## src/hw/spi_pkg.sv

```systemverilog
// Shared sizes and types of the SPI master.
package spi_pkg;

    ////////////////////
    // Sizes
    ////////////////////

    // Number of bits shifted in one SPI frame.
    localparam int WORD_BITS = 8;

    // Width of the half period counter in the sck divider.
    // The longest half period is 256 clock cycles.
    localparam int DIV_BITS = 9;

    ////////////////////
    // Types
    ////////////////////

    // One data word as seen on mosi and miso.
    typedef logic [WORD_BITS-1:0] word_t;

    // SPI mode. Bit 1 is the clock polarity and so the idle level of sck.
    // Bit 0 is the clock phase. With phase 0 the first edge samples.
    typedef logic [1:0] spi_mode_t;

    // Prescale exponent. The sck half period is 2**(prescale+1) clock cycles.
    typedef logic [2:0] prescale_t;

    // A word together with the settings it must be sent with.
    // The settings travel with the word so that a later change of the
    // inputs never disturbs a frame that is already shifting.
    typedef struct packed {
        word_t     data;       // Word to put on mosi.
        spi_mode_t mode;       // Polarity and phase for this frame.
        logic      lsb_first;  // Set for LSB first, clear for MSB first.
        prescale_t prescale;   // Divider exponent for this frame.
    } tx_item_t;

endpackage

```

## src/hw/hold_slot.sv

```systemverilog
`timescale 1ns/1ns

// One-entry holding register with a full flag.
// A word offered while the slot is full is thrown away and the sticky
// overflow flag records the loss until err_clr is pulsed.
module hold_slot #(
    parameter type payload_t = logic  // Payload carried by the slot.
) (
    input  logic     wr,        // Clock.
    input  logic     rst,       // Asynchronous reset, active high.
    input  logic     put,       // One-cycle strobe that offers item.
    input  payload_t item,      // Payload offered with put.
    input  logic     take,      // One-cycle strobe that empties the slot.
    input  logic     err_clr,   // Clears the overflow flag.
    output logic     full,      // The slot holds a payload.
    output payload_t held,      // The stored payload.
    output logic     overflow   // Sticky flag for a rejected put.
);

    logic store;  // The offered item is accepted this cycle.

    // Only an empty slot accepts a new item.
    assign store = put && !full;

    ////////////////////
    // Flags
    ////////////////////

    always_ff @(posedge wr or posedge rst) begin
        if (rst) begin
            full     <= 1'b0;
            overflow <= 1'b0;
        end else begin
            // A take only matters while something is held.
            if (full && take) begin
                full <= 1'b0;
            end else if (store) begin
                full <= 1'b1;  // Visible from the next cycle.
            end

            // Clearing wins over a rejection in the same cycle.
            if (err_clr) begin
                overflow <= 1'b0;
            end else if (put && full) begin
                overflow <= 1'b1;  // The item is dropped and the loss remembered.
            end
        end
    end

    // Payload register, written only when a put is accepted.
    always_ff @(posedge wr) begin
        if (store) begin
            held <= item;
        end
    end

endmodule

```

## src/hw/sck_divider.sv

```systemverilog
`timescale 1ns/1ns

// Half period tick generator for sck.
// While run is high it pulses half_tick once every 2**(prescale+1) cycles.
// The count restarts from zero whenever run is low.
module sck_divider #(
    parameter int DIV_BITS = 9  // Counter width.
) (
    input  logic              wr,        // Clock.
    input  logic              rst,       // Asynchronous reset, active high.
    input  logic              run,       // High for the whole frame.
    input  spi_pkg::prescale_t prescale, // Exponent captured with the frame.
    output logic              half_tick  // One-cycle pulse per half period.
);

    localparam logic [DIV_BITS-1:0] ONE = 1;  // Unit step of the counter.

    logic [DIV_BITS-1:0] cnt;        // Cycles counted in this half period.
    logic [DIV_BITS-1:0] term;       // Last count value of a half period.
    logic [3:0]          shift_amt;  // prescale + 1 without wrap at 7.

    // The half period is 2**(prescale+1) cycles, so the count runs from 0 up
    // to 2**(prescale+1)-1. Widen before adding so an exponent of 7 gives 8.
    assign shift_amt = {1'b0, prescale} + 4'd1;
    assign term      = (ONE << shift_amt) - ONE;

    // The tick is raised in the last cycle of each half period.
    assign half_tick = run && (cnt == term);

    ////////////////////
    // Counter
    ////////////////////

    always_ff @(posedge wr or posedge rst) begin
        if (rst) begin
            cnt <= '0;
        end else if (!run) begin
            cnt <= '0;  // Held at zero between frames.
        end else if (cnt == term) begin
            cnt <= '0;  // Wrap so the next half period starts at once.
        end else begin
            cnt <= cnt + ONE;
        end
    end

endmodule

```

## src/hw/spi_engine.sv

```systemverilog
`timescale 1ns/1ns

// SPI frame sequencer.
// It loads a word and its settings from the transmit slot, runs the
// divider for the whole frame, drives ss, sck and mosi, samples miso and
// hands the received word to the receive slot at the end of the frame.
module spi_engine #(
    parameter int DIV_BITS = 9  // Width of the divider counter.
) (
    input  logic              wr,       // Clock.
    input  logic              rst,      // Asynchronous reset, active high.
    input  logic              tx_full,  // The transmit slot holds an item.
    input  spi_pkg::tx_item_t tx_item,  // Item waiting in the transmit slot.
    input  logic              miso,     // Serial data from the slave.
    output logic              tx_take,  // Loads tx_item this cycle.
    output logic              rx_put,   // A received word is ready this cycle.
    output spi_pkg::word_t    rx_word,  // Word received in the last frame.
    output logic              sck,      // SPI clock.
    output logic              mosi,     // Serial data to the slave.
    output logic              ss        // Slave select, active low.
);

    localparam int W       = spi_pkg::WORD_BITS;
    localparam int EDGES   = 2 * W;                // sck edges per frame.
    localparam int EC_BITS = $clog2(EDGES) + 1;    // Holds 0 up to EDGES.
    localparam logic [EC_BITS-1:0] LAST_EDGE = EC_BITS'(EDGES);

    ////////////////////
    // Declarations
    ////////////////////

    logic                busy_q;     // A frame is in progress.
    logic                ss_q;       // Registered slave select.
    logic                mosi_q;     // Bit currently driven on mosi.
    logic [EC_BITS-1:0]  edge_cnt;   // sck edges issued in this frame.
    spi_pkg::spi_mode_t  mode_q;     // Mode of the current or last frame.
    logic                lsb_q;      // Bit order of the current frame.
    spi_pkg::prescale_t  presc_q;    // Prescale of the current frame.
    spi_pkg::word_t      shift_out;  // Bits still to be sent.
    spi_pkg::word_t      shift_in;   // Bits collected from miso.
    logic                half_tick;  // One half period has passed.
    logic                last_tick;  // Half period after the last edge.
    logic                step;       // Issue the next sck edge now.
    logic                sample_edge; // The next edge samples miso.

    // Bit that leaves the word first for the given order.
    function automatic logic lead_bit(spi_pkg::word_t w, logic lsb);
        return lsb ? w[0] : w[W-1];
    endfunction

    // Word with its leading bit removed. Ones fill in behind it.
    function automatic spi_pkg::word_t drop_lead(spi_pkg::word_t w, logic lsb);
        if (lsb) begin
            return {1'b1, w[W-1:1]};
        end
        return {w[W-2:0], 1'b1};
    endfunction

    ////////////////////
    // Half period timing
    ////////////////////

    // The divider runs exactly while a frame is busy. Back-to-back frames
    // keep it running, and the count has just wrapped when the next starts.
    sck_divider #(
        .DIV_BITS (DIV_BITS)
    ) u_sck_divider (
        .wr        (wr),
        .rst       (rst),
        .run       (busy_q),
        .prescale  (presc_q),
        .half_tick (half_tick)
    );

    // After all edges one more half period closes the frame.
    assign last_tick = busy_q && half_tick && (edge_cnt == LAST_EDGE);
    assign step      = busy_q && half_tick && (edge_cnt != LAST_EDGE);

    // A new item is loaded when idle, or right at the end of a frame so that
    // ss stays low between the two words.
    assign tx_take = tx_full && (!busy_q || last_tick);
    assign rx_put  = last_tick;
    assign rx_word = shift_in;

    // Edges are numbered from one. With phase 0 the odd edges sample and with
    // phase 1 the even ones do. edge_cnt is the number of edges already issued.
    assign sample_edge = (edge_cnt[0] == mode_q[0]);

    // sck toggles with every edge and rests at the polarity of the last mode.
    assign sck  = edge_cnt[0] ^ mode_q[1];
    assign mosi = ss_q ? 1'b1 : mosi_q;  // Idle high outside a frame.
    assign ss   = ss_q;

    ////////////////////
    // Sequencer
    ////////////////////

    always_ff @(posedge wr or posedge rst) begin
        if (rst) begin
            busy_q   <= 1'b0;
            ss_q     <= 1'b1;
            mosi_q   <= 1'b1;
            edge_cnt <= '0;
            mode_q   <= '0;  // sck rests low after reset.
            lsb_q    <= 1'b0;
            presc_q  <= '0;
        end else if (tx_take) begin
            // Start of a frame. The settings are frozen for its length.
            busy_q   <= 1'b1;
            ss_q     <= 1'b0;
            edge_cnt <= '0;
            mode_q   <= tx_item.mode;
            lsb_q    <= tx_item.lsb_first;
            presc_q  <= tx_item.prescale;
            // Phase 0 needs the first bit before the first edge.
            if (tx_item.mode[0]) begin
                mosi_q <= 1'b1;
            end else begin
                mosi_q <= lead_bit(tx_item.data, tx_item.lsb_first);
            end
        end else if (last_tick) begin
            // End of the frame with nothing queued behind it.
            busy_q   <= 1'b0;
            ss_q     <= 1'b1;
            edge_cnt <= '0;
            mosi_q   <= 1'b1;
        end else if (step) begin
            edge_cnt <= edge_cnt + 1'b1;
            if (!sample_edge) begin
                mosi_q <= lead_bit(shift_out, lsb_q);  // Next bit on the change edge.
            end
        end
    end

    // Shift registers for the bits going out and the bits coming in.
    always_ff @(posedge wr) begin
        if (tx_take) begin
            // In phase 0 the first bit is already on mosi, so drop it here.
            if (tx_item.mode[0]) begin
                shift_out <= tx_item.data;
            end else begin
                shift_out <= drop_lead(tx_item.data, tx_item.lsb_first);
            end
        end else if (step) begin
            if (sample_edge) begin
                // The first bit in ends up at the end it left from.
                if (lsb_q) begin
                    shift_in <= {miso, shift_in[W-1:1]};
                end else begin
                    shift_in <= {shift_in[W-2:0], miso};
                end
            end else begin
                shift_out <= drop_lead(shift_out, lsb_q);
            end
        end
    end

endmodule

```

## src/hw/spi_master.sv

```systemverilog
`timescale 1ns/1ns

// SPI master with a one-word transmit buffer and a one-word receive buffer.
// All inputs are sampled on wr. A send while the transmit buffer is full is
// dropped and flagged in send_err. A received word that finds the receive
// buffer still full is dropped and flagged in rx_lost.
module spi_master (
    input  logic               wr,            // Clock.
    input  logic               rst,           // Asynchronous reset, active high.
    input  logic               send,          // One-cycle request to send data_in.
    input  spi_pkg::word_t     data_in,       // Word to send.
    input  spi_pkg::spi_mode_t mode,          // SPI mode for this word.
    input  logic               lsb_first,     // Bit order for this word.
    input  spi_pkg::prescale_t prescale,      // sck prescale for this word.
    input  logic               rd,            // One-cycle read of data_out.
    input  logic               err_clr,       // Clears send_err and rx_lost.
    input  logic               miso,          // Serial data from the slave.
    output spi_pkg::word_t     data_out,      // Last received word.
    output logic               buff_empty,    // The transmit buffer is free.
    output logic               char_received, // data_out holds an unread word.
    output logic               send_err,      // A send was dropped.
    output logic               rx_lost,       // A received word was dropped.
    output logic               sck,           // SPI clock.
    output logic               mosi,          // Serial data to the slave.
    output logic               ss             // Slave select, active low.
);

    ////////////////////
    // Internal nets
    ////////////////////

    spi_pkg::tx_item_t tx_in;    // Word and settings offered by send.
    spi_pkg::tx_item_t tx_item;  // Item waiting for the engine.
    logic              tx_full;  // The transmit slot is occupied.
    logic              tx_take;  // The engine loads the waiting item.
    logic              rx_put;   // The engine has finished a word.
    spi_pkg::word_t    rx_word;  // Word finished by the engine.

    // The settings are bundled with the word at the moment of the send.
    assign tx_in.data      = data_in;
    assign tx_in.mode      = mode;
    assign tx_in.lsb_first = lsb_first;
    assign tx_in.prescale  = prescale;

    assign buff_empty = ~tx_full;

    ////////////////////
    // Transmit side
    ////////////////////

    hold_slot #(
        .payload_t (spi_pkg::tx_item_t)
    ) u_tx_slot (
        .wr       (wr),
        .rst      (rst),
        .put      (send),
        .item     (tx_in),
        .take     (tx_take),   // Emptied when the engine loads the item.
        .err_clr  (err_clr),
        .full     (tx_full),
        .held     (tx_item),
        .overflow (send_err)
    );

    ////////////////////
    // Frame engine
    ////////////////////

    spi_engine #(
        .DIV_BITS (spi_pkg::DIV_BITS)
    ) u_spi_engine (
        .wr      (wr),
        .rst     (rst),
        .tx_full (tx_full),
        .tx_item (tx_item),
        .miso    (miso),
        .tx_take (tx_take),
        .rx_put  (rx_put),
        .rx_word (rx_word),
        .sck     (sck),
        .mosi    (mosi),
        .ss      (ss)
    );

    ////////////////////
    // Receive side
    ////////////////////

    // Same slot as on the transmit side. Its full flag is char_received.
    hold_slot #(
        .payload_t (spi_pkg::word_t)
    ) u_rx_slot (
        .wr       (wr),
        .rst      (rst),
        .put      (rx_put),
        .item     (rx_word),
        .take     (rd),        // Reading frees the slot for the next word.
        .err_clr  (err_clr),
        .full     (char_received),
        .held     (data_out),
        .overflow (rx_lost)
    );

endmodule

```

## config.mk

```make
export PLATFORM = sky130hd
export DESIGN_NAME = spi_master
export DESIGN_NICKNAME = d
export VERILOG_FILES = /design/src/hw/spi_pkg.sv /design/src/hw/hold_slot.sv /design/src/hw/sck_divider.sv /design/src/hw/spi_engine.sv /design/src/hw/spi_master.sv
export SDC_FILE = /design/constraint.sdc
export NUM_CORES = 1
export LEC_CHECK = 0
export ABC_AREA = 1
export ABC_CLOCK_PERIOD_IN_PS = 3000
export BUFFER_PORTS_ARGS = -buffer_cell sky130_fd_sc_hd__buf_2
export CORE_ASPECT_RATIO = 1.4
export CORE_UTILIZATION = 53
export CTS_CLUSTER_SIZE = 20
export DETAILED_ROUTE_END_ITERATION = 7
export PLACE_DENSITY_LB_ADDON = 0.3
export SYNTH_ARGS = -nofsm -noshare
export SYNTH_HDL_FRONTEND = slang
export SYNTH_SLANG_ARGS = --single-unit
```

## constraint.sdc

```tcl
create_clock -name wr -period 3 [get_ports wr]
set_clock_uncertainty 0.2 [all_clocks]
set_input_delay 0 -clock wr [delete_from_list [all_inputs] [get_ports wr]]
set_output_delay 0 -clock wr [all_outputs]
set_load 0.05 [all_outputs]
```

==> impl_metrics.yaml <==
status:
  status: "completed"
global_route:
  grt_pass1_vias: 2159
  track_usage: 0.215
  antenna_found_initial: 0
  grt_max_degree: 28
  grt_pass1_wl_um: 9830
  grt_overflow: 0
timing:
  final_hold_viol_count: 0
  max_freq_ghz: 0.364
  rsz0062_at_grt: "no"
  max-slew-margin-rel: 0.287
  tns_ns: 0
  finalCritPeriodShare: 0.915
  worst_pin_slew_ns: 1.07
  finalMaxSlewViolations: 0
  period_needed_ns: 2.75
  setup_violations: 0
place:
  globalplace.congestion: 0.889
  dp_hpwl_um: 4210
  port_buffers: 34
synthesis:
  synth_seq_cells: 65
  ys_warn_count: 0
  syn_inst: 332
  synth_compound_area_frac: 0.0770
  syn-cell-area_um2: 3230
  synthAdderAreaFrac: 0.0155
  ys_types: 35
  yosys.area_share.simple: 0.231
  synth_xor_area_frac: 0.0217
  synthMuxAreaShare: 0.0248
  synth_top_family_by_area: "simple AND/OR/NAND/NOR gates"
  syn-num-nets: 356
  synth.avg_cell_area_um2: 9.73
  yosysSeqAreaShare: 0.563
pwr:
  clkPwrFrac: 0.394
  p_sw_uw: 473
  swShare: 0.249
  seqPwrFrac: 0.520
  internal_power_uw: 1420
  p_per_area_nw_per_um2: 493
  leakage_uw: 0.00171
  ir_drop_mv: 0.436
  pwr-share-comb: 0.086
cells_and_area:
  antenna_cells: 0
  nets: 417
  final_core_util: 0.655
  synthToLayoutAreaGrowth_pct: 18.9
  final_layout_size_suffix_gt1_frac: 0.229
setup_path:
  cp-start-kind: "register"
  slowest_delay_ns: 0.47
  critical_path.max_fanout: 13
  path_buf_inv: 2
  cp_top_family: "simple AND/OR/NAND/NOR gates"
  crit_type: "register to register"
  critPathSlowestCell: "dfrtp_1"
  cp_data_required_time_ns: 2.86
  cp_cell_sequence: "nor2_2 > nand2_1 > ha_1 > inv_1 > nand2_1 > nand3_1 > nor2_2 > nand3_2 > nor2_4 > nand2_2 > o21bai_4 > nand2_4 > o21ai_0 > buf_4"
  arrival_ns: 2.60
  end_kind: "register"
run:
  drv_cap: 0
floorplan:
  ios: 35
  std_cell_rows: 33
  start_util: 0.551
  die_w_um: 68.0
  core_area_um2: 5860
  fp.dieH_um: 94.4
  dieArea_um2: 6420
routing:
  first_pass_iters: 4
  ant_nets: 0
  wl_per_cell_um: 13.0
  via_per_inst: 5.06
  finalWirelength_um: 6070
  drtIter0Drc: 148
  num_vias: 2368
  drc: 0
clocking:
  h-tree-depth: 3
  cts_buffer_depth: 2
  cts_tree: "done"
  clock-root-buffer: "clkbuf_8"
  clk-insertion-delay-late_ns: 0.34
  cts_buffers: 9
  post_cts_buffers: 0
  cts_resized: 0
  path_clk_slew_ns: 0.07
  clock-sinks: 65
hold_path:
  hold_path.class: "input pin to register"
placed cells by master (no fill, tap or decap), types with 2 or more instances in the layout:
master / count
dlygate4sd3_1: 19
xnor2_1: 2
nand2_1: 86
nor2_1: 23
buf_4: 5
o21ai_0: 19
nor2_4: 2
inv_6: 2
inv_1: 30
a21oi_1: 6
o21ai_2: 7
nor2_2: 3
xor2_1: 6
clkbuf_8: 9
inv_2: 2
edfxtp_1: 38
mux2i_1: 8
dfstp_2: 2
nand4_1: 5
clkinv_1: 2
nand3_1: 19
o21ai_1: 6
dfrtp_1: 25
nand2_2: 12
nor3b_1: 2
ha_1: 4
buf_2: 34
nor3_1: 3
clkinv_4: 3
nand3_2: 4
worst register-to-register path: cells and delay by family (launching register included):
family	cells	cell delay, ns
simple gates	9	0.98
buf+inv	2	0.24
compound gates	2	0.27
flops	1	0.47
fa+ha+maj	1	0.30
cell usage after synthesis (all sizes together):
cell type	count	area, um^2
dfstp	2	52.6
xnor2	2	17.5
o21ai	32	186
xor2	6	52.6
nor4	1	6.26
nand4	5	31.3
nand2	99	409
clkinv	3	16.3
nor2	28	128
nor3b	2	15.0
or2	1	6.26
dfrtp	25	626
a31oi	1	6.26
o21bai	1	18.8
conb	1	3.75
o211ai	1	7.51
a21oi	6	30.0
ha	4	50.1
clkbuf	4	15.0
buf	4	62.6
mux2i	8	80.1
edfxtp	38	1140
nor3	3	15.0
nand3	23	135
inv	32	120
final cells by class:
| class | count | area (um^2) |
|---|---|---|
| clock inverters | 7 | 77.6 |
| inverters | 35 | 136 |
| well taps | 70 | 87.6 |
| clock buffers | 9 | 124 |
| repair buffers | 58 | 398 |
| flip-flops and latches | 65 | 1820 |
| fillers | 473 | 2020 |
| multi-input cells | 224 | 1200 |
power groups by stage:
stage          Sequential [uW]  Clock, uW  Combinational (uW)
6_report                   985        747                 163
3_5_place_dp              1000          0                 143
2_1_floorplan             1000          0                 106
5_1_grt                    988        800                 182
4_1_cts                    985        763                 163
3_3_place_gp              1000          0                 141
metal layers:
metal	wire length (um)	GRT usage	vias up	part of all wire
li1	-	-	1217	-
met1	2620	0.265	1082	0.43
met2	3130	0.350	61	0.52
met3	215	0.0447	8	0.035
met4	108	0.104	0	0.018
met5	0	0	-	0
stage by stage:
stage          hold slack [ns]  total power [uW]  std cells  area (um^2)  worst slack [ns]
2_1_floorplan           -0.149              1110        332         3230             0.103
3_3_place_gp           -0.0269              1140        433         3450             0.347
3_5_place_dp           -0.0219              1150        433         3450             0.273
4_1_cts                  0.150              1910        468         3840             0.256
5_1_grt                  0.151              1970        468         3840            0.0735
6_report                 0.159              1900        468         3840             0.255
logic make-up (layout without fill, tap and decap cells):
kind of cell | count (synthesis) | in the layout
compound gates | 41 | 41
xor+xnor | 8 | 8
fa+ha+maj | 4 | 4
buf+inv | 43 | 109
flops | 65 | 65
mux | 8 | 8
other cells | 1 | 1
simple gates | 162 | 162
path summary, 6_finish.rpt:
path                                                      from                                     endpoint  slack (ns)  cells after the start
hold reg to reg                    u_tx_slot.held[2]$_DFFE_PP_          u_spi_engine.presc_q[2]$_DFFE_PP0N_        0.26                      2
setup reg to reg           u_spi_engine.presc_q[0]$_DFFE_PP0N_          u_spi_engine.shift_out[7]$_DFFE_PP_        0.25                     14
hold / removal                                      data_in[1]                  u_tx_slot.held[7]$_DFFE_PP_        0.16                      2
setup / recovery           u_spi_engine.presc_q[0]$_DFFE_PP0N_          u_spi_engine.shift_out[7]$_DFFE_PP_        0.25                     14
min in group asynchronous                                  rst  u_spi_engine.u_sck_divider.cnt[7]$_DFF_PP0_        0.26                      3
max in group asynchronous                                  rst         u_spi_engine.edge_cnt[1]$_DFFE_PP0P_        1.69                      3
timing repair:
action	CTS	global route
endpoints found under the setup margin	0	0
endpoints found under the hold margin	45	0
hold buffers	19	0
registers in the layout (all words and copies together) (netlist names), 2 cells and up:
name,flops
u_rx_slot.held,8
u_spi_engine.edge_cnt,5
u_spi_engine.mode_q,2
u_spi_engine.presc_q,3
u_spi_engine.rx_word,8
u_spi_engine.shift_out,8
u_spi_engine.u_sck_divider.cnt,9
u_tx_slot.held,14
Power figures use the tool's default switching activity.
